--- config.mk ---
export PLATFORM = sky130hd
export DESIGN_NAME = workRam
export DESIGN_NICKNAME = d
export VERILOG_FILES = /design/src/hostPkg.sv /design/src/workRam.sv
export SDC_FILE = /design/constraint.sdc
export NUM_CORES = 2
export LEC_CHECK = 0
export CAP_MARGIN = 15
export CELL_PAD_IN_SITES_DETAIL_PLACEMENT = 1
export CELL_PAD_IN_SITES_GLOBAL_PLACEMENT = 1
export CORE_MARGIN = 3
export CORE_UTILIZATION = 55
export DETAILED_ROUTE_END_ITERATION = 10
export DONT_BUFFER_PORTS = 1
export PLACE_DENSITY_LB_ADDON = 0.1
export SLEW_MARGIN = 5
export SYNTH_ARGS = -nofsm -noshare
export SYNTH_HDL_FRONTEND = slang
export SYNTH_SLANG_ARGS = --single-unit
--- constraint.sdc ---
create_clock -name pll_clk -period 3.6 [get_ports pll_clk]
set_input_delay 0.54 -clock pll_clk [delete_from_list [all_inputs] [get_ports pll_clk]]
set_output_delay 0.54 -clock pll_clk [all_outputs]
set_load 0.02 [all_outputs]
--- src/hostPkg.sv ---
//~~~~~~~~~~~~~~~~~~~~~~~~~~~~~~
// Host board shared definitions
// Memory map, clock and UART timing
// Interrupt vector, bus-cycle and UART state enums
//~~~~~~~~~~~~~~~~~~~~~~~~~~~~~~

package hostPkg;

   //~~~~~~~~~~~~~~~~~~~~~~~~~~~~~~
   // Memory map
   //~~~~~~~~~~~~~~~~~~~~~~~~~~~~~~
   // Each region is 512 bytes
   localparam int ROM_ADDR_BITS = 9;
   localparam int MEM_DEPTH = 1 << ROM_ADDR_BITS;
   // Bit 9 set selects RAM, clear selects ROM
   localparam int RAM_SELECT_BIT = 9;

   //~~~~~~~~~~~~~~~~~~~~~~~~~~~~~~
   // Timing
   //~~~~~~~~~~~~~~~~~~~~~~~~~~~~~~
   // pll_clk cycles per half period of cpuClk
   localparam int CPU_DIV_HALF = 2;
   localparam int CPU_DIV_BITS = (CPU_DIV_HALF > 1) ? $clog2(CPU_DIV_HALF) : 1;
   localparam logic [CPU_DIV_BITS-1:0] CPU_DIV_LAST = CPU_DIV_BITS'(CPU_DIV_HALF - 1);

   // pll_clk cycles per serial bit
   localparam int UART_BIT_CYCLES = 16;
   localparam int UART_CNT_BITS = (UART_BIT_CYCLES > 1) ? $clog2(UART_BIT_CYCLES) : 1;
   localparam logic [UART_CNT_BITS-1:0] UART_BIT_LAST = UART_CNT_BITS'(UART_BIT_CYCLES - 1);

   // Byte put on the bus during interrupt acknowledge (IM2 vector)
   localparam logic [7:0] INT_VECTOR = 8'h80;

   //~~~~~~~~~~~~~~~~~~~~~~~~~~~~~~
   // Enums
   //~~~~~~~~~~~~~~~~~~~~~~~~~~~~~~
   // Decoded bus cycle, from nIORQ/nRD/nWR and nRFSH
   typedef enum logic [2:0] {
      IDLE,
      MEM_READ,
      MEM_WRITE,
      IO_READ,
      IO_WRITE,
      INT_ACK,
      REFRESH
   } busCycle_e;

   // Serial transmitter states
   typedef enum logic [1:0] {
      TX_IDLE,
      TX_START,
      TX_DATA,
      TX_STOP
   } uartState_e;

endpackage
--- src/workRam.sv ---
//~~~~~~~~~~~~~~~~~~~~~~~~~~~~~~
// 512-byte work RAM
// Single port, read before write
//~~~~~~~~~~~~~~~~~~~~~~~~~~~~~~
`timescale 1ns/10ps

module workRam
(
   input  logic                              pll_clk,
   input  logic [hostPkg::ROM_ADDR_BITS-1:0] addr,
   input  logic                              we,
   input  logic [7:0]                        wrData,
   output logic [7:0]                        ramData
);

   // Storage array
   logic [7:0] mem [0:hostPkg::MEM_DEPTH-1];

   //~~~~~~~~~~~~~~~~~~~~~~~~~~~~~~
   // Write and registered read
   //~~~~~~~~~~~~~~~~~~~~~~~~~~~~~~
   always_ff @(posedge pll_clk)
   begin
      // Store on every edge while the write decode holds
      if (we)
      begin
         mem[addr] <= wrData;
      end
      // Old contents returned during a write
      ramData <= mem[addr];
   end

endmodule

Word-level counts from Yosys, hierarchy flattened
Memories as Yosys holds them, arrays and structs flattened. A register that Yosys moved wholly into a read port is not among the register bits. Cells that the tools add are included.

Mux-type cells: 2.

Operators by type and width (count): $mux W1 (2).

Input bits: 19. Register bits after elaboration: 0. Word-level logic and storage cells: 3. Output and inout port bits: 8. RAM bits: 4096. Memories: 1.

Memory list: mem (depth 512, width 8, read ports 1, clocked after memory_dff 1, wr ports 1, line workRam.sv:17) `logic [7:0] mem [0:hostPkg::MEM_DEPTH-1];`.

Logic depth before layout (Yosys ltp)
Depth after elaboration: 2. Depth in mapped cells: 13. Gate-level depth less buffers: 7.

Worst setup path after synthesis
OpenSTA, ideal clock, no wires.

Path type: input to register. Start: in addr[0] (netlist name). End: mem mem[463][0] (enable). Stages on the path: 10. Buffers on the path: 8. Required time: 3.230 ns. Setup slack: 0.611 ns. Arrival: 2.618 ns. Path through: buf_6 -> buf_12 -> buf_6 -> buf_6 -> buf_4 -> buf_2 -> buf_2 -> nand4_1 -> clkbuf_1 -> nor2_1.

RTL lines: from (decl) (line workRam.sv:10) `input logic [hostPkg::ROM_ADDR_BITS-1:0] addr,`; to (decl) (line workRam.sv:17).

Straight into the memory's write port.

==> reports/qor.csv <==
stage,metric,value,unit
yosys,synth_compound_area_share,3.43,%
detailed_routing,via_count,85382,
yosys,synth_mux_area_share,14.5,%
yosys,syn_area_per_cell,20.9,um^2
clock_network,cts_sinks,4104,
clock_network,clk_pin_slew,0.06,ns
status,status,finished with violations,
timing,report.final.slew_viol_count,883,
placed_design,numPortBuffers,0,
flow_run,drv_cap,0,
clock_network,cts_tree,done,
placed_design,routabilityCongestion,0.888,
timing,post-route-min-period,3.58,ns
detailed_routing,dr.first_iter.drc_count,12671,
power,seqPwrFrac,52.8,%
clock_network,htree_levels,5,
cells_and_area,seq_area,123000,um^2
timing,timing.fmax,279,MHz
detailed_routing,dr.pass1.iters,6,
cells_and_area,final_area,184000,um^2
clock_network,cts_buffers,415,
die,start_util,55.4,%
detailed_routing,routed_wl,486000,um
die,dieArea,294000,um^2
yosys,synth-seq-cells,4104,
yosys,synthAdderAreaFrac,0,%
timing,fin_crit_sh,99.5,%
detailed_routing,via_per_inst,6.73,
power,power.density,542,nW/um^2
cells_and_area,final_common_cell,edfxtp_1,
cells_and_area,synthToLayoutAreaGrowth,16.4,%
yosys,synthXorXnorAreaFrac,0,%
yosys,synth-main-ff-cell,edfxtp_1,
die,die_h,543,um
cells_and_area,final_nets,8593,
detailed_routing,drc,0,
yosys,ys_types,67,
timing,tns,0,ns
placed_design,hpwlAfterDp,279000,um
power,switching_share,21.3,%
timing,finalSetupViolCount,0,
die,rows,196,
yosys,synthCells,7575,
clock_network,post_cts_buffers,0,
setup_path,arrival,4.42,ns
setup_path,r2r_slack,0.27,ns
power,peakVddDrop,0.528,mV
clock_network,cts_buffer_depth,4,
timing,final_hold_viol_count,0,
yosys,synth_edf_count,4096,
global_route,grt_max_degree,510,
yosys,async_flop_share,0,%
detailed_routing,antenna_left,0,
status,violations,slew limit,
cells_and_area,final_cell_mix,"edfxtp_1 (4096), buf_4 (920), mux4_2 (816), nor2_1 (540), mux2i_1 (434)",
timing,clock_skew,0.0894,ns
clock_network,clk_latency,1.00,ns
clock_network,cts_root_buf,clkbuf_16,
cells_and_area,multi_input_area,33000,um^2
power,intPower,78700,uW
die,die_w,543,um
power,p_sw,21300,uW
worst_hold_path,hp-class,primary input to flip-flop,
global_route,grt_first_pass_wirelength,684000,um
global_route,grt_pass1_vias,88654,
timing,worst_slew_pin_slew,2.74,ns
yosys,synth_top_family_by_area,multiplexers,
placed_design,dpl-instance-area,170000,um^2
yosys,syn_area,158000,um^2
global_route,grt_usage,32.9,%
cells_and_area,fillers,23162,
die,core_area,286000,um^2
yosys,yosysSeqAreaShare,77.8,%
yosys,syn-num-nets,7594,
cells_and_area,final_util,64.4,%
setup_path,critPathKind,primary input to flip-flop,
power,p_leak,0.0598,uW
power,combPwrFrac,4.5,%
timing,slew_headroom,-82.4,%
global_route,grt_antenna_before_repair,25,
setup_path,critical_path_required,4.44,ns
setup_path,start_kind,primary input,
die,pin_count,27,
setup_path,cp_max_fo,172,
detailed_routing,wl_per_cell,38.3,um
cells_and_area,layout-drive-gt1-share,28.2,%
global_route,overflow,0,
setup_path,crit_path_end_kind,flip-flop,
yosys,synth-simple-area-share,2.74,%
power,p_clk_share,42.7,%
yosys,yosys_warnings,0,
timing,rsz0062_at_grt,no,
-- cell families (layout without fill, tap and decap cells) --
| group | count (synthesis) | count (layout) |
|---|---|---|
| other | 0 | 13 |
| buffers and inverters | 487 | 1819 |
| muxes | 1268 | 1268 |
| and+or+nand+nor | 958 | 958 |
| DFF | 4104 | 4104 |
| AOI/OAI and AO/OA | 758 | 758 |
-- path summary, 6_finish.rpt --
check,start,endpoint,depth (start not counted)
hold reg to reg,mem[212][5]$_DFFE_PP_,ramData[5]$_DFF_P_,4
setup / recovery,addr[1],ramData[0]$_DFF_P_,11
setup reg to reg,mem[100][0]$_DFFE_PP_,ramData[0]$_DFF_P_,10
hold / removal,wrData[2],mem[331][2]$_DFFE_PP_,1
-- cell usage after synthesis, types with 6 or more instances --
cell type	number	area (um^2)
a32oi_1	26	228
mux2i_1	434	4340
nand2_1	130	488
and3_1	25	156
a2111oi_0	6	52.6
buf_6	24	270
a21oi_1	77	385
nand4_1	47	294
o221ai_1	12	105
buf_1	19	71.3
nor4_1	38	238
a22oi_1	180	1350
and2_1	17	106
buf_4	56	420
or4_1	8	60.1
buf_2	182	911
nor2_1	548	2060
clkbuf_1	196	736
o22ai_1	118	738
mux2_2	18	203
edfxtp_1	4096	123000
a31oi_1	76	475
a211oi_1	36	270
mux4_2	816	18400
nor3_1	22	110
nand3_1	47	235
o21ai_0	45	225
nor2b_1	25	156
a22o_1	47	412
a221oi_1	91	797
nor3b_1	11	82.6
o211ai_1	14	105
dfxtp_1	8	160
nand4b_1	6	52.6
-- cell type report --
type,instances,share of cell area (%)
tap,3762,2.55
clock inverter,235,1.27
multi-input combinational,2984,17.9
inverter,4,0.0109
sequential,4104,66.8
clock buffer,515,5.93
timing repair buffer,1065,5.48
antenna,13,0.0177
-- through the flow --
step / total power [uW] / worst slack [ns] / hold slack (ns) / instances
after floorplan: 55900 / 0.611 / 0.639 / 7575
after global placement: 57300 / -2.50 / 0.797 / 11873
after detailed placement: 57400 / -2.66 / 0.801 / 11873
after CTS: 99700 / 0.000962 / 0.00301 / 12646
after global routing: 102000 / 0.0224 / 0.00529 / 12672
final: 99900 / 0.0179 / 0.0134 / 12682
-- layer usage --
| layer | vias to the layer above | track usage (%) | wire length (um) |
|---|---|---|---|
| li1 | 33782 | - | - |
| met3 | 946 | 7.27 | 52600 |
| met1 | 45747 | 46.8 | 185000 |
| met2 | 4895 | 50.3 | 227000 |
| met5 | - | 0 | 78 |
| met4 | 12 | 12.7 | 21100 |
-- worst max-delay path, stage by stage --
cell and delay, ns:
buf_16 0.38, mux4_2 0.46, a22o_1 0.27, a221oi_1 0.48, buf_4 0.22, a31oi_1 0.09
buf_4 0.16, a2111o_1 0.52, nor4_1 0.34, buf_4 0.20, nand4_1 0.09
-- timing repair --
item | 4_1_cts | 5_1_grt
resized for setup | 1 | 2
gates cloned | 9 | 3
hold buffers | 14 | 8
endpoints found under the hold margin | 475 | 441
setup endpoints to repair | 8 | 7
-- power by group through the flow --
stage	clock network, uW	registers (uW)	logic (uW)
CTS	43100	52700	3880
finish	42700	52700	4530
global route	45000	52700	4680
detailed placement	0	53700	3620
global placement	0	53700	3580
floorplan	0	53700	2190
-- registers in the layout (all words and copies together), names as in the netlist --
name	flops
mem	4096
ramData	8
No activity file was read; power rests on OpenSTA's default activity.
