`src/hostPkg.sv`:
```
//~~~~~~~~~~~~~~~~~~~~~~~~~~~~~~
// Host board shared definitions
// Memory map, clock and UART timing
// Interrupt vector, bus-cycle and UART state enums
//~~~~~~~~~~~~~~~~~~~~~~~~~~~~~~

package hostPkg;

   //~~~~~~~~~~~~~~~~~~~~~~~~~~~~~~
   // Memory map
   //~~~~~~~~~~~~~~~~~~~~~~~~~~~~~~
   // Each region is 512 bytes
   localparam int ROM_ADDR_BITS = 9;
   localparam int MEM_DEPTH = 1 << ROM_ADDR_BITS;
   // Bit 9 set selects RAM, clear selects ROM
   localparam int RAM_SELECT_BIT = 9;

   //~~~~~~~~~~~~~~~~~~~~~~~~~~~~~~
   // Timing
   //~~~~~~~~~~~~~~~~~~~~~~~~~~~~~~
   // pll_clk cycles per half period of cpuClk
   localparam int CPU_DIV_HALF = 2;
   localparam int CPU_DIV_BITS = (CPU_DIV_HALF > 1) ? $clog2(CPU_DIV_HALF) : 1;
   localparam logic [CPU_DIV_BITS-1:0] CPU_DIV_LAST = CPU_DIV_BITS'(CPU_DIV_HALF - 1);

   // pll_clk cycles per serial bit
   localparam int UART_BIT_CYCLES = 16;
   localparam int UART_CNT_BITS = (UART_BIT_CYCLES > 1) ? $clog2(UART_BIT_CYCLES) : 1;
   localparam logic [UART_CNT_BITS-1:0] UART_BIT_LAST = UART_CNT_BITS'(UART_BIT_CYCLES - 1);

   // Byte put on the bus during interrupt acknowledge (IM2 vector)
   localparam logic [7:0] INT_VECTOR = 8'h80;

   //~~~~~~~~~~~~~~~~~~~~~~~~~~~~~~
   // Enums
   //~~~~~~~~~~~~~~~~~~~~~~~~~~~~~~
   // Decoded bus cycle, from nIORQ/nRD/nWR and nRFSH
   typedef enum logic [2:0] {
      IDLE,
      MEM_READ,
      MEM_WRITE,
      IO_READ,
      IO_WRITE,
      INT_ACK,
      REFRESH
   } busCycle_e;

   // Serial transmitter states
   typedef enum logic [1:0] {
      TX_IDLE,
      TX_START,
      TX_DATA,
      TX_STOP
   } uartState_e;

endpackage
```
`src/uartTx.sv`:
```
//~~~~~~~~~~~~~~~~~~~~~~~~~~~~~~
// 8N1 serial transmitter
// Bit timer, shift register, busy flag
//~~~~~~~~~~~~~~~~~~~~~~~~~~~~~~
`timescale 1ns/10ps

module uartTx
(
   input  logic       pll_clk,
   input  logic       rstN,
   input  logic       wr,
   input  logic [7:0] txData,
   output logic       busy,
   output logic       txd
);

   hostPkg::uartState_e state;
   // pll_clk count within the current bit
   logic [hostPkg::UART_CNT_BITS-1:0] bitTimer;
   // Data bit index, LSB first
   logic [2:0] bitIdx;
   // Remaining data bits, bit 0 goes out next
   logic [7:0] shiftReg;
   logic       bitEnd;

   assign bitEnd = (bitTimer == hostPkg::UART_BIT_LAST);

   // Busy from the registered state, same edge as the start bit
   assign busy = (state != hostPkg::TX_IDLE);

   //~~~~~~~~~~~~~~~~~~~~~~~~~~~~~~
   // Transmit FSM
   //~~~~~~~~~~~~~~~~~~~~~~~~~~~~~~
   always_ff @(posedge pll_clk)
   begin
      if (!rstN)
      begin
         state    <= hostPkg::TX_IDLE;
         bitTimer <= '0;
         bitIdx   <= '0;
         txd      <= 1'b1;
      end
      else
      begin
         // Timer runs only while a frame is out
         if (state == hostPkg::TX_IDLE || bitEnd)
         begin
            bitTimer <= '0;
         end
         else
         begin
            bitTimer <= bitTimer + 1'b1;
         end

         case (state)
            hostPkg::TX_IDLE:
            begin
               // New byte accepted only here, writes while busy are lost
               if (wr)
               begin
                  state <= hostPkg::TX_START;
                  txd   <= 1'b0;
               end
            end
            hostPkg::TX_START:
            begin
               if (bitEnd)
               begin
                  state  <= hostPkg::TX_DATA;
                  bitIdx <= '0;
                  txd    <= shiftReg[0];
               end
            end
            hostPkg::TX_DATA:
            begin
               if (bitEnd)
               begin
                  if (bitIdx == 3'd7)
                  begin
                     state <= hostPkg::TX_STOP;
                     txd   <= 1'b1;
                  end
                  else
                  begin
                     bitIdx <= bitIdx + 1'b1;
                     txd    <= shiftReg[0];
                  end
               end
            end
            hostPkg::TX_STOP:
            begin
               // Line already high, back to idle after one bit time
               if (bitEnd)
               begin
                  state <= hostPkg::TX_IDLE;
               end
            end
            default:
            begin
               state <= hostPkg::TX_IDLE;
               txd   <= 1'b1;
            end
         endcase
      end
   end

   //~~~~~~~~~~~~~~~~~~~~~~~~~~~~~~
   // Shift register, payload only
   //~~~~~~~~~~~~~~~~~~~~~~~~~~~~~~
   always_ff @(posedge pll_clk)
   begin
      if (state == hostPkg::TX_IDLE && wr)
      begin
         shiftReg <= txData;
      end
      else if (bitEnd && (state == hostPkg::TX_START || state == hostPkg::TX_DATA))
      begin
         shiftReg <= shiftReg >> 1;
      end
   end

   // Idle line must be at mark level
   assert property (@(posedge pll_clk) disable iff (!rstN)
      (state == hostPkg::TX_IDLE) |-> txd)
      else $error("txd low while transmitter idle");

endmodule

```
`config.mk`:
```
export PLATFORM = sky130hd
export DESIGN_NAME = uartTx
export DESIGN_NICKNAME = d
export VERILOG_FILES = /design/src/hostPkg.sv /design/src/uartTx.sv
export SDC_FILE = /design/constraint.sdc
export NUM_CORES = 1
export LEC_CHECK = 0
export ABC_CLOCK_PERIOD_IN_PS = 2140
export BUFFER_PORTS_ARGS = -buffer_cell sky130_fd_sc_hd__buf_4
export CORE_ASPECT_RATIO = 1.4
export CORE_MARGIN = 2
export CORE_UTILIZATION = 30
export DETAILED_ROUTE_END_ITERATION = 10
export PLACE_DENSITY_LB_ADDON = 0.15
export SLEW_MARGIN = 25
export SYNTH_ARGS = -nofsm -noshare
export SYNTH_HDL_FRONTEND = slang
export SYNTH_SLANG_ARGS = --single-unit
export TNS_END_PERCENT = 50
```
`constraint.sdc`:
```
create_clock -name pll_clk -period 2.14 [get_ports pll_clk]
set_input_delay 0.428 -clock pll_clk [delete_from_list [all_inputs] [get_ports pll_clk]]
set_output_delay 0.428 -clock pll_clk [all_outputs]
set_load 0.05 [all_outputs]
```
# ---- Word level (Yosys, flattened, before mapping)
# Index checks and enable logic that the tools add are counted.
dict set report totals {
  reg_bits 18
  wordCells 49
}
dict set report classes {
  add_sub_neg 2
  eq_ne 11
  muxes 17
  bitwise_logic 1
  n_reduce_logical 13
}
# cell count
set ops {}
lappend ops {{$mux 8} 2}
lappend ops {{$ne 2x2->1 const B} 6}
lappend ops {{$mux 2} 5}
lappend ops {{$mux 3} 3}
lappend ops {{$pmux 2 s4} 1}
lappend ops {{$reduce_and 4->1} 2}
lappend ops {{$pmux 3 s2} 1}
lappend ops {{$reduce_bool 2->1} 3}
lappend ops {{$reduce_and 5->1} 1}
lappend ops {{$add 4x1->4 const B} 1}
lappend ops {{$eq 2x2->1 const B} 2}
lappend ops {{$eq 4x4->1 const B} 1}
lappend ops {{$mux 1} 4}
lappend ops {{$add 3x1->3 const B} 1}
lappend ops {{$eq 3x3->1 const B} 1}
lappend ops {{$pmux 1 s3} 1}
lappend ops {{$reduce_bool 3->1} 1}
lappend ops {{$eq 2x1->1 const B} 1}
lappend ops {{$logic_and 1x1->1} 2}
lappend ops {{$logic_not 2->1} 1}
lappend ops {{$logic_or 1x1->1} 2}
lappend ops {{$reduce_or 2->1} 1}
lappend ops {{$not 1->1} 1}

# ---- Longest topological paths before layout
dict set report depth {
  depth_word 5
  ltp_mapped 7
  ltp_nobuf 6
}

# ---- Least setup slack after synthesis
# OpenSTA, ideal clock, no wires.
dict set report synth_timing {
  path_type {register -> register}
  startpoint {reg state[0]}
  endpoint {reg state[0]}
  setup_ps 136
  t_arrival_ps 1576
  slack_ps 428
  path_stages_with_launch 7
  path_cell_list {dfxtp_1 > inv_1 > ha_1 > inv_1 > nor2_1 > a2111oi_0 > a211oi_1}
}
dict set report synth_between {
  elab_chain_cells 3
  elab_cells_between_ends 11
  classes_between {8 x eq/ne; 1 x mux; 2 x reduce/logical}
}
# element line_no
set synth_lines {}
lappend synth_lines {{from (decl)} uartTx.sv:17} ;# hostPkg::uartState_e state;
lappend synth_lines {{from (signal assigned)} uartTx.sv:38} ;# state <= hostPkg::TX_IDLE;
lappend synth_lines {{from (signal assigned)} uartTx.sv:61} ;# state <= hostPkg::TX_START;
lappend synth_lines {{from (signal assigned)} uartTx.sv:69} ;# state <= hostPkg::TX_DATA;
lappend synth_lines {{$eq 2x2->1, or another cell as far along} uartTx.sv:55} ;# case (state)
lappend synth_lines {{$ne 2x2->1 (no line)} --}
lappend synth_lines {{$reduce_and 5->1 (no line)} --}
# Parallel ways exist; a longest one is shown, timed or not.
# A chain may end at the register's enable or synchronous reset.

# ---- Final worst setup path
dict set report layout_timing {
  startpoint {reg state[0]}
  endpoint {out busy}
}
dict set report layout_between {
  elab_chain_cells 1
}
# element line_no
set layout_lines {}
lappend layout_lines {{$reduce_bool 2->1} uartTx.sv:29} ;# assign busy = (state != hostPkg::TX_IDLE);
lappend layout_lines {{to (decl)} uartTx.sv:13} ;# output logic busy,
# No other way between the ends.

==> summary.md <==
| Metric | Value |
|---|---|
| Initial standard-cell utilization of the core | `0.321` |
| Worst-path cell chain | `inv_1 -> ha_1 -> inv_1 -> buf_4` |
| Max transition margin | `0.735` |
| Final routed wire length divided by cell count | `between 10 and 15 µm` |
| Post-Synthesis Mean Instance Area | `10.6 µm²` |
| Gate power share | `0.417` |
| Worst clock skew on the final layout | `0.00276 ns` |
| Class of the tightest hold or removal check | `reg -> reg` |
| Number of vias after detailed routing | `slightly below 700` |
| Clk network pwr share | `0.191` |
| Final design instance area without fill | `1110 µm²` |
| Max VDD drop | `0.526 mV` |
| Internal Pwr Total | `0.804 mW` |
| Post-synthesis cell type with the largest combined area | `edfxtp_1` |
| Number of setup buffers added after CTS | `0` |
| Initial antenna violation count | `0` |
| Synthesized net count | `107` |
| Post-synthesis cell type count | `32` |
| Finish-stage setup viols | `0` |
| Die Ht | `70.0 µm` |
| Count of synthesis-stage warnings from yosys | `0` |
| Count of antenna-violating nets left after detailed routing | `0` |
| Insertion delay to the later sink of the worst-skew pair | `0.25 ns` |
| Required time at the worst-slack endpoint | `1.71 ns` |
| Max Fanout on Critical Path | `7` |
| Clock transition at the register clock pins on the worst setup and hold paths after CTS | `0.07 ns` |
| CTS Sinks | `18` |
| Number of enable-type register cells in the synthesized netlist | `8` |
| Area of the die | `3580 µm²` |
| Most common cell in the netlist | `dfxtp_1` |
| Primary FF master, synth | `dfxtp_1` |
| Maximum number of pins on one net before global-route repair | `11` |
| Final worst hold slack | `0.454 ns` |
| Dpl hpwl | `~1400 µm` |
| Detailed-route vias per instance | `4.84` |
| CP Buf/Inv Count | `3` |
| Cell depth of the worst min-delay path | `1` |
| Area growth from synthesis to final layout | `18.9%` |
| Post-CTS Hold Buffers | `0` |
| Most frequent cell on the critical path | `inv_1` |
| Proportion of power drawn by flip-flops and latches | `0.392` |
| Worst endpoint data arrival time | `1.35 ns` |
| Final period utilization | `0.829` |
| Number of CTS-inserted buffers | `3` |
| Drc violations | `0` |
| Total chip power | `1.26 mW` |
| Area of the mapped netlist | `932 µm²` |
| Depth of the worst register-to-register path | `4` |
| PortBufs | `12` |
| Drt first pass iters | `4` |
| Ranking of synthesized cells by area | `edfxtp_1, dfxtp_1, ha_1` |
| Outcome | `finished clean` |
| Family with the most delay on the worst path | `buffers and inverters` |
| Via count of the first global-routing pass | `720` |
| Worst Setup End Kind | `output pin` |
| Number of design-rule violations left by the first detailed-router iteration | `15` |
| First-pass GRT wire length | `2970 µm` |
| Count of antenna diodes in the layout | `0` |
| Hold Vio Cnt, Final | `0` |
| Max-cap check violation count | `0` |
| Register area share after synthesis | `0.472` |
| CP peak stage delay | `about 0.36 ns` |
| Share of flip-flops with an asynchronous set or reset after synthesis | `0` |
| Number of nets at the end of the flow | `123` |
| Crit path time final | `1.77 ns` |
| H-tree lvl count | `1` |
| Gates resized, CTS repair | `0` |
| Cell Area, Placed | `1060 µm²` |
| CP max stage cell | `dfxtp_1` |
| Switching share of power | `0.360` |
| Number of rows created at floorplan | `23` |
| GRT overflow | `0` |
| Number of gates on the worst path with buffers counted | `4` |
| CORE AREA | `2910 µm²` |
| Setup_tns | `0 ns` |
| Top-Level Pins | `13` |
| Buffer levels on the longest clock path | `2` |
| TritonCTS clock tree | `yes` |
| Width of the chip | `51.1 µm` |
| Critical path start-end classification | `reg -> out` |
| Aggregate global-route resource usage | `0.109` |
| Commonest cells post-synth | `dfxtp_1, edfxtp_1, ha_1, nand2_1` |
| Final RePlAce weighted congestion | `0.749` |
| Power per standard cell area | `1130 nW/µm²` |
| Nature of the critical path startpoint | `flop` |
| Layout cell share with drive strength beyond 1 | `0.252` |
| Post-synth top area share | `0.258` |
| Clock Root Buffer | `clkbuf_8` |
| Least-Margin Pin Slew | `slightly below 0.4 ns` |
| Switching power total | `0.452 mW` |
| Synth Register Bits | `18` |
| Leakage | `0.458 nW` |
| Count of mapped cells out of synthesis | `just under 90` |
| Final wirelength | `1760 µm` |
| Max-slew violations | `0` |
| Setup repair after global routing missed its margin | `no` |
| Fmax | `between 500 and 600 MHz` |
-- layout by cell type (no fill, tap or decap), types with 2 or more instances in the layout --
master    count
edfxtp_1      8
dfxtp_1      10
and3_1        3
nand3_1       4
nor2b_1       2
nand2_1       8
nand4_1       2
o21ai_0       2
mux2_2        7
inv_1         5
clkbuf_8      3
a21oi_1       3
nor2_1        7
ha_1          8
buf_4        13
-- worst paths after layout --
path	start	endpoint	slack (ns)
max	state[0]	busy	0.37
min	bitTimer[0]	bitTimer[0]	0.45
max reg2reg	state[0]	shiftReg[0]	0.44
min reg2reg	bitTimer[0]	bitTimer[0]	0.45
-- per-layer routing --
metal,share of wire,vias up,global-route usage
li1,-,345,-
met3,0.042,4,0.0278
met4,0.020,0,0.0631
met5,0,-,0
met2,0.52,12,0.195
met1,0.42,316,0.110
-- power groups by stage --
stage                     Clock, mW  Sequential, mW  Combinational [mW]
after global routing          0.264           0.502               0.585
after floorplan                   0           0.519               0.369
after CTS                     0.250           0.493               0.531
final                         0.240           0.492               0.524
after global placement            0           0.500               0.525
after detailed placement          0           0.501               0.528
-- flip-flops by register name, indices dropped and copies added (netlist names) --
name,cells
state,2
bitIdx,3
bitTimer,4
txd,1
shiftReg,8
-- cells by family (layout without fill, tap and decap cells) --
logic type,count (synthesis),in the layout,share of synthesized area
AOI/OAI and AO/OA,14,14,0.106
xor gates and xnor gates,2,2,0.0188
adders and majority gates,8,8,0.107
buffers and inverters,7,22,0.0336
DFF,18,18,0.472
muxes,8,8,0.0953
and+or+nand+nor,31,31,0.166
-- area by class of cell --
| cell class | instances | area (µm²) |
|---|---|---|
| Clock buffer | 4 | 45.0 |
| Inverter | 5 | 18.8 |
| Sequential cell | 18 | 440 |
| Multi-Input combinational cell | 63 | 460 |
| Fill cell | 304 | 1800 |
| Timing Repair Buffer | 13 | 97.6 |
| Tap cell | 37 | 46.3 |
-- metrics by stage --
step	setup WS, ns	instances	utilization
5_1_grt	0.252	140	0.381
6_report	0.367	140	0.381
2_1_floorplan	0.428	88	-
4_1_cts	0.380	140	0.381
3_5_place_dp	0.409	136	0.366
3_3_place_gp	0.455	136	0.366
No activity file was read; power rests on OpenSTA's default activity.
