`src/hostPkg.sv`:
```
//~~~~~~~~~~~~~~~~~~~~~~~~~~~~~~
// Host board shared definitions
// Memory map, clock and UART timing
// Interrupt vector, bus-cycle and UART state enums
//~~~~~~~~~~~~~~~~~~~~~~~~~~~~~~

package hostPkg;

   //~~~~~~~~~~~~~~~~~~~~~~~~~~~~~~
   // Memory map
   //~~~~~~~~~~~~~~~~~~~~~~~~~~~~~~
   // Each region is 512 bytes
   localparam int ROM_ADDR_BITS = 9;
   localparam int MEM_DEPTH = 1 << ROM_ADDR_BITS;
   // Bit 9 set selects RAM, clear selects ROM
   localparam int RAM_SELECT_BIT = 9;

   //~~~~~~~~~~~~~~~~~~~~~~~~~~~~~~
   // Timing
   //~~~~~~~~~~~~~~~~~~~~~~~~~~~~~~
   // pll_clk cycles per half period of cpuClk
   localparam int CPU_DIV_HALF = 2;
   localparam int CPU_DIV_BITS = (CPU_DIV_HALF > 1) ? $clog2(CPU_DIV_HALF) : 1;
   localparam logic [CPU_DIV_BITS-1:0] CPU_DIV_LAST = CPU_DIV_BITS'(CPU_DIV_HALF - 1);

   // pll_clk cycles per serial bit
   localparam int UART_BIT_CYCLES = 16;
   localparam int UART_CNT_BITS = (UART_BIT_CYCLES > 1) ? $clog2(UART_BIT_CYCLES) : 1;
   localparam logic [UART_CNT_BITS-1:0] UART_BIT_LAST = UART_CNT_BITS'(UART_BIT_CYCLES - 1);

   // Byte put on the bus during interrupt acknowledge (IM2 vector)
   localparam logic [7:0] INT_VECTOR = 8'h80;

   //~~~~~~~~~~~~~~~~~~~~~~~~~~~~~~
   // Enums
   //~~~~~~~~~~~~~~~~~~~~~~~~~~~~~~
   // Decoded bus cycle, from nIORQ/nRD/nWR and nRFSH
   typedef enum logic [2:0] {
      IDLE,
      MEM_READ,
      MEM_WRITE,
      IO_READ,
      IO_WRITE,
      INT_ACK,
      REFRESH
   } busCycle_e;

   // Serial transmitter states
   typedef enum logic [1:0] {
      TX_IDLE,
      TX_START,
      TX_DATA,
      TX_STOP
   } uartState_e;

endpackage
```
`src/busDecoder.sv`:
```
//~~~~~~~~~~~~~~~~~~~~~~~~~~~~~~
// Z80 bus decoder
// Cycle classification, RAM write enable,
// UART write pulse and read-data mux
//~~~~~~~~~~~~~~~~~~~~~~~~~~~~~~
`timescale 1ns/10ps

module busDecoder
(
   input  logic        pll_clk,
   input  logic        rstN,
   input  logic [15:0] addr,
   input  logic [7:0]  dataIn,
   input  logic        nIORQ,
   input  logic        nRD,
   input  logic        nWR,
   input  logic        nRFSH,
   input  logic [7:0]  romData,
   input  logic [7:0]  ramData,
   input  logic        uartBusy,
   output logic        ramWe,
   output logic        uartWr,
   output logic [7:0]  dataOut,
   output logic        dataOutEn
);

   hostPkg::busCycle_e cycle;
   // IO write decode seen on the previous pll_clk
   logic ioWrPrev;
   logic ioWrNow;

   //~~~~~~~~~~~~~~~~~~~~~~~~~~~~~~
   // Cycle classification
   //~~~~~~~~~~~~~~~~~~~~~~~~~~~~~~
   always_comb
   begin
      case ({nIORQ, nRD, nWR})
         3'b101:  cycle = hostPkg::MEM_READ;
         3'b110:  cycle = hostPkg::MEM_WRITE;
         3'b001:  cycle = hostPkg::IO_READ;
         3'b010:  cycle = hostPkg::IO_WRITE;
         // IORQ alone is the interrupt acknowledge
         3'b011:  cycle = hostPkg::INT_ACK;
         default: cycle = hostPkg::IDLE;
      endcase
      // Refresh overrides everything, the bus stays released
      if (!nRFSH)
      begin
         cycle = hostPkg::REFRESH;
      end
   end

   // RAM writes only in the upper half of each 1 KB mirror
   assign ramWe = (cycle == hostPkg::MEM_WRITE) && addr[hostPkg::RAM_SELECT_BIT];

   //~~~~~~~~~~~~~~~~~~~~~~~~~~~~~~
   // UART write pulse
   //~~~~~~~~~~~~~~~~~~~~~~~~~~~~~~
   assign ioWrNow = (cycle == hostPkg::IO_WRITE);

   always_ff @(posedge pll_clk)
   begin
      if (!rstN)
      begin
         ioWrPrev <= 1'b0;
      end
      else
      begin
         ioWrPrev <= ioWrNow;
      end
   end

   // Rising edge of the level strobe, first pll_clk of the IO write only
   assign uartWr = ioWrNow && !ioWrPrev;

   //~~~~~~~~~~~~~~~~~~~~~~~~~~~~~~
   // Read-data mux
   //~~~~~~~~~~~~~~~~~~~~~~~~~~~~~~
   always_comb
   begin
      case (cycle)
         hostPkg::MEM_READ:
         begin
            // Upper address bits ignored, map repeats every 1 KB
            dataOut = addr[hostPkg::RAM_SELECT_BIT] ? ramData : romData;
         end
         // Status port, busy flag in bit 0 at any port address
         hostPkg::IO_READ: dataOut = {7'b0000000, uartBusy};
         hostPkg::INT_ACK: dataOut = hostPkg::INT_VECTOR;
         // Not driving, echo the CPU byte
         default:          dataOut = dataIn;
      endcase
   end

   assign dataOutEn = (cycle == hostPkg::MEM_READ) ||
                      (cycle == hostPkg::IO_READ)  ||
                      (cycle == hostPkg::INT_ACK);

   // A long IO write strobe must still give a single transmit request
   assert property (@(posedge pll_clk) disable iff (!rstN)
      uartWr |=> !uartWr)
      else $error("uartWr high on two consecutive cycles");

endmodule

```
`config.mk`:
```
export PLATFORM = sky130hd
export DESIGN_NAME = busDecoder
export DESIGN_NICKNAME = d
export VERILOG_FILES = /design/src/hostPkg.sv /design/src/busDecoder.sv
export SDC_FILE = /design/constraint.sdc
export NUM_CORES = 1
export LEC_CHECK = 0
export ABC_AREA = 1
export BUFFER_PORTS_ARGS = -buffer_cell sky130_fd_sc_hd__buf_2
export CORE_AREA = 2 2 41 43
export DETAILED_ROUTE_END_ITERATION = 8
export DIE_AREA = 0 0 43 45
export GPL_TIMING_DRIVEN = 0
export PLACE_DENSITY = 0.73
export SETUP_SLACK_MARGIN = 0.5
export SLEW_MARGIN = 20
export SYNTH_ARGS = -nofsm -noshare
export SYNTH_HDL_FRONTEND = slang
export SYNTH_SLANG_ARGS = --single-unit
```
`constraint.sdc`:
```
create_clock -name pll_clk -period 0.8 [get_ports pll_clk]
set_input_delay 0.04 -clock pll_clk [delete_from_list [all_inputs] [get_ports pll_clk]]
set_output_delay 0.04 -clock pll_clk [all_outputs]
set_load 0.005 [all_outputs]
```
# Word-level counts from Yosys, hierarchy flattened
# Index checks and enable logic that the tools add are counted.
classes:
  muxes: 4
  n_eq_ne: 10
  reduce_logical: 5
ops:
  columns: ["operator", "count"]
  rows:
  - ["8-bit case mux with 3 select lines", 1]
  - ["3-bit case mux with 5 select lines", 1]
  - ["3-bit by 2-bit equality test with 1-bit output (second input constant)", 4]
  - ["3-bit equality test (second input constant)", 4]
  - ["8-bit 2-to-1 mux", 1]
  - ["3-bit by 1-bit equality test with 1-bit output (second input constant)", 2]
  - ["3-bit 2-to-1 mux", 1]
  - ["1-bit logical AND", 2]
  - ["1-bit logical OR", 2]
  - ["1-bit zero test", 1]
word_totals:
  in_bits: 47
  word_cells: 20
  ff_bits: 1

# Longest topological paths before layout
# Gate-level depths: netlist of the first run.
depth:
  word_depth: 6
  ltp_mapped: 6
  mapped_depth_nobuf: 5

# Least setup slack after synthesis of the first run
# Ideal clock, no wire load.
synth_path:
  path_type: "input to output"
  startpoint: "input addr[9]"
  endpoint: "output dataOut[0]"
  required_time_ps: 760
  stages: 6
  t_arrival_ps: 495
  setup_slack_ps: 265
  path_cell_list: "buf_4 inv_2 nand2_1 nand2_1 nand2_1 nand3_1"
synth_via:
  elab_chain_cells: 2
synth_lines:
  columns: ["item", "line", "text"]
  rows:
  - ["start, declared", "busDecoder.sv:12", "input logic [15:0] addr,"]
  - ["8-bit 2-to-1 mux", "busDecoder.sv:85", "dataOut = addr[hostPkg::RAM_SELECT_BIT] ? ramData : romData;"]
  - ["8-bit case mux with 3 select lines", "busDecoder.sv:81", "case (cycle)"]
  - ["end, declared", "busDecoder.sv:23", "output logic [7:0] dataOut,"]
# Every way passes these cells.

# Worst setup path after layout of the first run
layout_path:
  startpoint: "input nWR"
  endpoint: "output dataOut[7]"
layout_via:
  elab_chain_cells: 5
  elab_cells_between_ends: 11
  classes_between: "eq/ne: 8; mux: 3"
layout_lines:
  columns: ["item", "line", "text"]
  rows:
  - ["start, declared", "busDecoder.sv:16", "input logic nWR,"]
  - ["3-bit by 2-bit equality test with 1-bit output (tied with other cells)", "busDecoder.sv:37", "case ({nIORQ, nRD, nWR})"]
  - ["3-bit case mux with 5 select lines (*)", "busDecoder.sv:37", null]
  - ["3-bit 2-to-1 mux (*)", "busDecoder.sv:47", "if (!nRFSH)"]
  - ["3-bit equality test (tied with other cells)", "busDecoder.sv:81", null]
  - ["8-bit case mux with 3 select lines (*)", "busDecoder.sv:81", null]
# Mark *: on every way between the ends. The rest lies on a longest branch, timed or not.

==> flow_summary.ini, run 1 <==
[floorplanning]
coreArea_sq_um = 1470
initial_core_util_pct = 21.3
die_w_um = 43
rows = 14
die-area_sq_um = 1940
io_pins = 58
die_y_um = 45

[worst_hold_path]
hold_class = input pin to flop
holdPathEnd = ioWrPrev
hold_depth = 3
min_from = rstN

[sta]
hold_viol = 0
min_period_over_period_pct = 91.3
layout_setup_ws_ps = 69.3
setup_viol = 0
finalWorstPathRequiredPeriod_ps = 731
relSlewSlack_pct = 85.8
finalMaxSlewViolations = 0
worst_pin_slew_ps = 213
fmax_mhz = 1370
rsz0062_at_grt = true
hold_ws_ps = 262

[placement]
place_hpwl_um = 942
port_buffers = 41
dp_cells = 129
gp_congestion = 0.635
dp_worst_setup_slack_ps = -67.1

[global_route]
grt_usage_pct = 12.1
grt_max_degree = 11
grt_pass1_wl_um = 1930
grt_pass1_vias = 490
antenna_found_initial = 0
overflow = 0

[flow_run]
maxCapViolations = 0

[detailed_routing]
drt-total-wl_um = 1190
vias = 548
post_drt_wl_per_cell_um = 9.11
drt-pass1-iter-count = 4
drt_iter0_markers = 6
vias_per_cell = 4.18
route.detailed.drc = 0
ant_nets = 0

[power_and_ir_drop]
power.net_switching_uw = 137
leakage_uw = 0.000422
p_per_area_nw_per_um2 = 537
p_comb_share_pct = 85.0
p_sw_share_pct = 39.8
intPower_uw = 208
peakVddDrop_mv = 0.297
seqPwrFrac_pct = 15.0
pwr-share-clk_pct = 0

[cts]
clkSlewWorstSetupHoldPaths_ps = 0
cts_hold_buf = 0

[logic_synthesis]
ys_ff_latch = 1
netlist_area_sq_um = 313
yosysSeqAreaShare_pct = 6.40
synth.avg_cell_area_sq_um = 4.34
ys.warnings.count = 0
synthCells = 72
ys_types = 10
syn_nets = 119

[setup_path]
crit_slowest_cell = nor2_4
cp_cell_sequence = buf_12 > nand2_4 > nor2_4 > nand2_1 > nand3_1 > buf_2
critical-path-top-delay-family = simple AND/OR/NAND/NOR gates
criticalPathCategory = input pin to primary output
crit_fanout = 8
critPathCaptureType = primary output
critPathBufInv = 2
critPathLaunchType = input pin
cp.required_ps = 760
worstPathArrival_ps = 690
crit_path_max_incr_delay_ps = 210

[final_layout]
stdcell_count = 131
nets = 164
reg.largest.list = ioWrPrev x1
diodes = 0
largest_reg_flops = 1
layout-drive-gt1-share_pct = 47.8
largest_register = ioWrPrev
nFillCells = 162
area_growth_pct = 106
mostFrequentLayoutCells = 46 x nand2_1, 37 x buf_2, 5 x nor2_1, 4 x nand3_1, 3 x nand2_4
mostFrequentLayoutCell = nand2_1

[outcome]
status = finished, final reports clean
[per-stage QoR]
step           power (uW)  instance area (sq um)  util (%)  setup TNS [ps]
2_1_floorplan         181                    363         -               0
3_3_place_gp          311                    588      40.0            -159
3_5_place_dp          315                    588      40.0            -300
4_1_cts               343                    634      43.1               0
5_1_grt               379                    643      43.7               0
6_report              345                    643      43.7               0
[cell usage after synthesis]
cell | instances | area [sq um]
nand2_1 | 48 | 180
inv_1 | 7 | 26.3
nor2_1 | 5 | 18.8
nand3_1 | 4 | 20.0
nand2_2 | 2 | 12.5
nand4_1 | 2 | 12.5
buf_4 | 1 | 7.51
dfxtp_1 | 1 | 20.0
inv_2 | 1 | 3.75
nor2_4 | 1 | 11.3
[power groups by stage]
stage,combinational (uW),sequential (uW),clock (uW)
final,293,51.9,0
after global routing,327,52.0,0
after floorplan,129,51.9,0
after global placement,259,51.9,0
after CTS,291,51.9,0
after detailed placement,264,51.9,0
[area by class of cell]
type / instances / area [sq um] / share of cell area (%)
flip-flops and latches: 1 / 20.0 / 3.11
well taps: 16 / 20.0 / 3.11
repair buffers: 42 / 246 / 38.3
plain buffers: 1 / 20.0 / 3.11
multi-input cells: 63 / 282 / 43.8
inverters: 8 / 55.1 / 8.56
[logic make-up (layout without fill, tap and decap cells)]
group                  after synthesis  count (layout)  synth area share, %
flip-flops                           1               1                 6.40
buffers and inverters                9              51                 12.0
AND/OR/NAND/NOR                     62              63                 81.6
[how the worst max path moves through the flow]
stage / slack [ps] / endpoint / cells after the start / start
4_1_cts: 40 / dataOut[7] / 7 / nRD
6_report: 70 / dataOut[7] / 6 / nWR
3_3_place_gp: -40 / dataOut[7] / 6 / nWR
3_5_place_dp: -70 / dataOut[7] / 6 / nWR
5_1_grt: 5 / dataOut[7] / 6 / nWR
2_1_floorplan: 350 / dataOut[0] / 6 / addr[9]
[per-layer routing]
metal  track usage, %  up-vias  wire [um]
li1                 -      308          -
met1             14.5      218        438
met2             25.2       22        664
met3            0.800        0         92
met4                0        0          0
met5                0        -          0
[what timing repair did]
action / CTS / global route
buffers inserted: 1 / 0
cloned: 1 / 0
pin swaps: 9 / 4
gates resized for setup: 11 / 2
endpoints found under the setup margin: 12 / 12
No activity file was read; power rests on OpenSTA's default activity.
==> inputs of run 2 (changes only) <==
--- a/config.mk
+++ b/config.mk
@@ -7,9 +7,9 @@
 export LEC_CHECK = 0
 export ABC_AREA = 1
 export BUFFER_PORTS_ARGS = -buffer_cell sky130_fd_sc_hd__buf_2
-export CORE_AREA = 2 2 41 43
+export CORE_AREA = 5 5 44 46
 export DETAILED_ROUTE_END_ITERATION = 8
-export DIE_AREA = 0 0 43 45
+export DIE_AREA = 0 0 49 51
 export GPL_TIMING_DRIVEN = 0
 export PLACE_DENSITY = 0.73
 export SETUP_SLACK_MARGIN = 0.5
==> flow_summary.ini, run 2 (same netlist as run 1, synthesis figures left out) <==
[final_layout]
mostFrequentLayoutCells = 44 x nand2_1, 37 x buf_2, 4 x nand2_2, 4 x nand3_1, 4 x nor2_1
nFillCells = 174
nets = 164
area_growth_pct = 112
seq_area_sq_um = 20.0
reg.largest.list = ioWrPrev x1
largest_register = ioWrPrev
largest_reg_flops = 1
diodes = 0
layout-drive-gt1-share_pct = 50.4
multiInputGateArea_sq_um = 298
mostFrequentLayoutCell = nand2_1

[outcome]
status = finished, final reports clean

[detailed_routing]
route.detailed.drc = 0
drt-total-wl_um = 1350
post_drt_wl_per_cell_um = 10.3
vias_per_cell = 4.41
ant_nets = 0
vias = 578
drt-pass1-iter-count = 3
drt_iter0_markers = 6

[power_and_ir_drop]
leakage_uw = 0.000422
peakVddDrop_mv = 0.278
p_per_area_nw_per_um2 = 540

[setup_path]
critPathCaptureType = primary output
cp.required_ps = 760
cp-startpoint = nRD
criticalPathCategory = input pin to primary output
critPathLaunchType = input pin
crit_end = dataOut[7]
crit_fanout = 8
worstPathArrival_ps = 710

[global_route]
antenna_found_initial = 0
grt_max_degree = 11
grt_usage_pct = 10.5
grt_pass1_vias = 541
overflow = 0
grt_pass1_wl_um = 2240

[floorplanning]
initial_core_util_pct = 21.3
io_pins = 58
die_w_um = 49
die-area_sq_um = 2500
coreArea_sq_um = 1470
die_y_um = 51
rows = 14

[sta]
worst_pin_slew_ps = 222
hold_ws_ps = 262
finalMaxSlewViolations = 0
fmax_mhz = 1330
fin_tns_setup_ps = 0
rsz0062_at_grt = true
setup_viol = 0
relSlewSlack_pct = 85.2
hold_viol = 0
finalWorstPathRequiredPeriod_ps = 750
min_period_over_period_pct = 93.7

[cts]
clkSlewWorstSetupHoldPaths_ps = 0
cts_hold_buf = 0

[worst_hold_path]
hold_class = input pin to flop

[placement]
gp_congestion = 0.653
place_hpwl_um = 1130
port_buffers = 41

[flow_run]
maxCapViolations = 0
run 2: cell counts in the layout (fill, tap and decap cells not counted):
No cell type changed its count.
run 2: area by class of cell:
class                      instances  share of cell area [%]
timing repair buffer              42                    37.7
tap                               16                    3.02
sequential                         1                    3.02
inverter                           8                    8.30
multi-input combinational         63                    44.9
buffer                             1                    3.02
run 2: worst min-delay path by stage:
stage	from	endpoint	slack, ps	cells after the start
after detailed placement	rstN	ioWrPrev	250	3
after global routing	rstN	ioWrPrev	300	3
after floorplan	rstN	ioWrPrev	150	2
after global placement	rstN	ioWrPrev	240	3
after CTS	rstN	ioWrPrev	260	3
final	rstN	ioWrPrev	260	3
run 2: per-stage QoR:
| stage | utilization [%] | cell area (sq um) | power, uW | setup slack (ps) | instances |
|---|---|---|---|---|---|
| floorplan | - | 363 | 181 | 347 | 72 |
| global route | 45.1 | 663 | 394 | 1.36 | 131 |
| global placement | 40.0 | 588 | 313 | -48.2 | 129 |
| detailed placement | 40.0 | 588 | 320 | -58.1 | 129 |
| CTS | 43.0 | 633 | 347 | 43.8 | 131 |
| finish | 45.1 | 663 | 358 | 50.1 | 131 |
run 2: where the power goes:
part	total, uW	internal [uW]	leakage (uW)	switching [uW]
sequential	51.9	51.7	0.00000809	0.172
clock	0	0	0	0
combinational	306	160	0.000414	146
total	358	212	0.000422	146
run 2: critical path, stage by stage:
cell and delay [ps]:
buf_8 100, inv_2 40, nand2_2 50, nor2_4 190
nand2_1 90, nand3_1 80, buf_2 110
run 2: what timing repair did:
item	in CTS	in global routing
setup endpoints to repair	12	12
gates cloned	1	0
resized for setup	11	7
pin swaps	9	5
setup buffers	1	0
run 2: routing by layer:
layer  vias up  part of all wire, %  GRT usage [%]
li1        308                    -              -
met1       252                   38           11.8
met2        18                   54           21.7
met3         0                  7.9           1.45
met4         0                    0              0
met5         -                    0              0
==> inputs of run 3 (changes only) <==
==> constraint.sdc (replaced) <==
create_clock -name pll_clk -period 0.8 [get_ports pll_clk]
set_input_delay 0.08 -clock pll_clk [delete_from_list [all_inputs] [get_ports pll_clk]]
set_output_delay 0.08 -clock pll_clk [all_outputs]
set_load 0.005 [all_outputs]
==> flow_summary.ini, run 3 (same netlist as run 1, synthesis figures left out) <==
[setup_path]
criticalPathCategory = input pin to primary output
crit_fanout = 8
cp-startpoint = nRD
worstPathArrival_ps = 700
crit_end = dataOut[0]
critPathLaunchType = input pin
critPathCaptureType = primary output
cp.required_ps = 720

[sta]
rsz0062_at_grt = true
finalMaxSlewViolations = 0
fin_tns_setup_ps = 0
min_period_over_period_pct = 97.4
setup_viol = 0
worst_pin_slew_ps = 193
hold_viol = 0
relSlewSlack_pct = 87.1
fmax_mhz = 1280
finalWorstPathRequiredPeriod_ps = 779

[power_and_ir_drop]
p_per_area_nw_per_um2 = 540
peakVddDrop_mv = 0.267
total_power_uw = 365
leakage_uw = 0.000426

[global_route]
grt_max_degree = 11
grt_usage_pct = 9.33
overflow = 0
antenna_found_initial = 0
grt_pass1_wl_um = 2010
grt_pass1_vias = 462

[final_layout]
stdcell_count = 131
layout-drive-gt1-share_pct = 49.6
nets = 164
mostFrequentLayoutCell = nand2_1
largest_reg_flops = 1
largest_register = ioWrPrev
diodes = 0
mostFrequentLayoutCells = 46 x nand2_1, 36 x buf_2, 4 x nor2_1
final_cell_area_sq_um = 676
area_growth_pct = 116
post-route-util_pct = 45.9
reg.largest.list = ioWrPrev x1

[detailed_routing]
post_drt_wl_per_cell_um = 10.0
drt-total-wl_um = 1310
drt-pass1-iter-count = 3
vias = 556
ant_nets = 0
route.detailed.drc = 0
vias_per_cell = 4.24
drt_iter0_markers = 4

[worst_hold_path]
hold_class = input pin to flop

[placement]
place_area_sq_um = 597
port_buffers = 41
dp_cells = 129
gp_congestion = 0.715
place_hpwl_um = 1080

[floorplanning]
coreArea_sq_um = 1470
die-area_sq_um = 2500
initial_core_util_pct = 21.3
rows = 14
die_w_um = 49
die_y_um = 51
io_pins = 58

[cts]
clkSlewWorstSetupHoldPaths_ps = 0

[outcome]
status = finished, final reports clean

[flow_run]
maxCapViolations = 0
-- run 3: cell count changes in the layout (fill, tap and decap cells not counted), sizes merged --
cell / delta
buf: +1
nand2: -1
-- run 3: how the worst min path moves through the flow --
stage	start	to	depth (start not counted)	slack, ps
after detailed placement	rstN	ioWrPrev	3	290
after CTS	rstN	ioWrPrev	3	310
final	rstN	ioWrPrev	3	300
after global placement	rstN	ioWrPrev	3	280
after floorplan	rstN	ioWrPrev	2	190
after global routing	rstN	ioWrPrev	3	310
-- run 3: final cells by class --
class	instances	area, sq um
well taps	16	20.0
multi-input cells	62	287
fillers	162	796
flip-flops and latches	1	20.0
inverters	8	52.6
plain buffers	1	20.0
repair buffers	43	277
-- run 3: layer usage --
layer,share of wire (%),GRT usage (%),wire [um]
met1,36,11.5,472
met2,53,17.4,695
met4,0,0,0
met5,0,0,0
met3,11,2.33,145
-- run 3: where the power goes --
part	switching, uW	internal (uW)
clock	0	0
sequential	0.199	51.7
combinational	143	170
total	143	222
-- run 3: worst max-delay path, stage by stage --
cell     delay [ps]
buf_8           100
inv_2            40
nand2_2          50
nor2_4          170
nand2_1          80
nand3_1          60
buf_2           110
-- run 3: stage by stage --
step | setup WS (ps) | hold WS (ps)
6_report | 20.8 | 303
5_1_grt | -37.6 | 313
4_1_cts | -21.9 | 306
3_5_place_dp | -143 | 285
3_3_place_gp | -151 | 282
2_1_floorplan | 267 | 187
-- run 3: repair_timing --
| item | in CTS | in global routing |
|---|---|---|
| gates resized for setup | 11 | 4 |
| hold endpoints to repair | 0 | 0 |
| hold buffers | 0 | 0 |
| setup endpoints to repair | 12 | 12 |
| setup buffers | 1 | 1 |
| pin swaps | 5 | 9 |
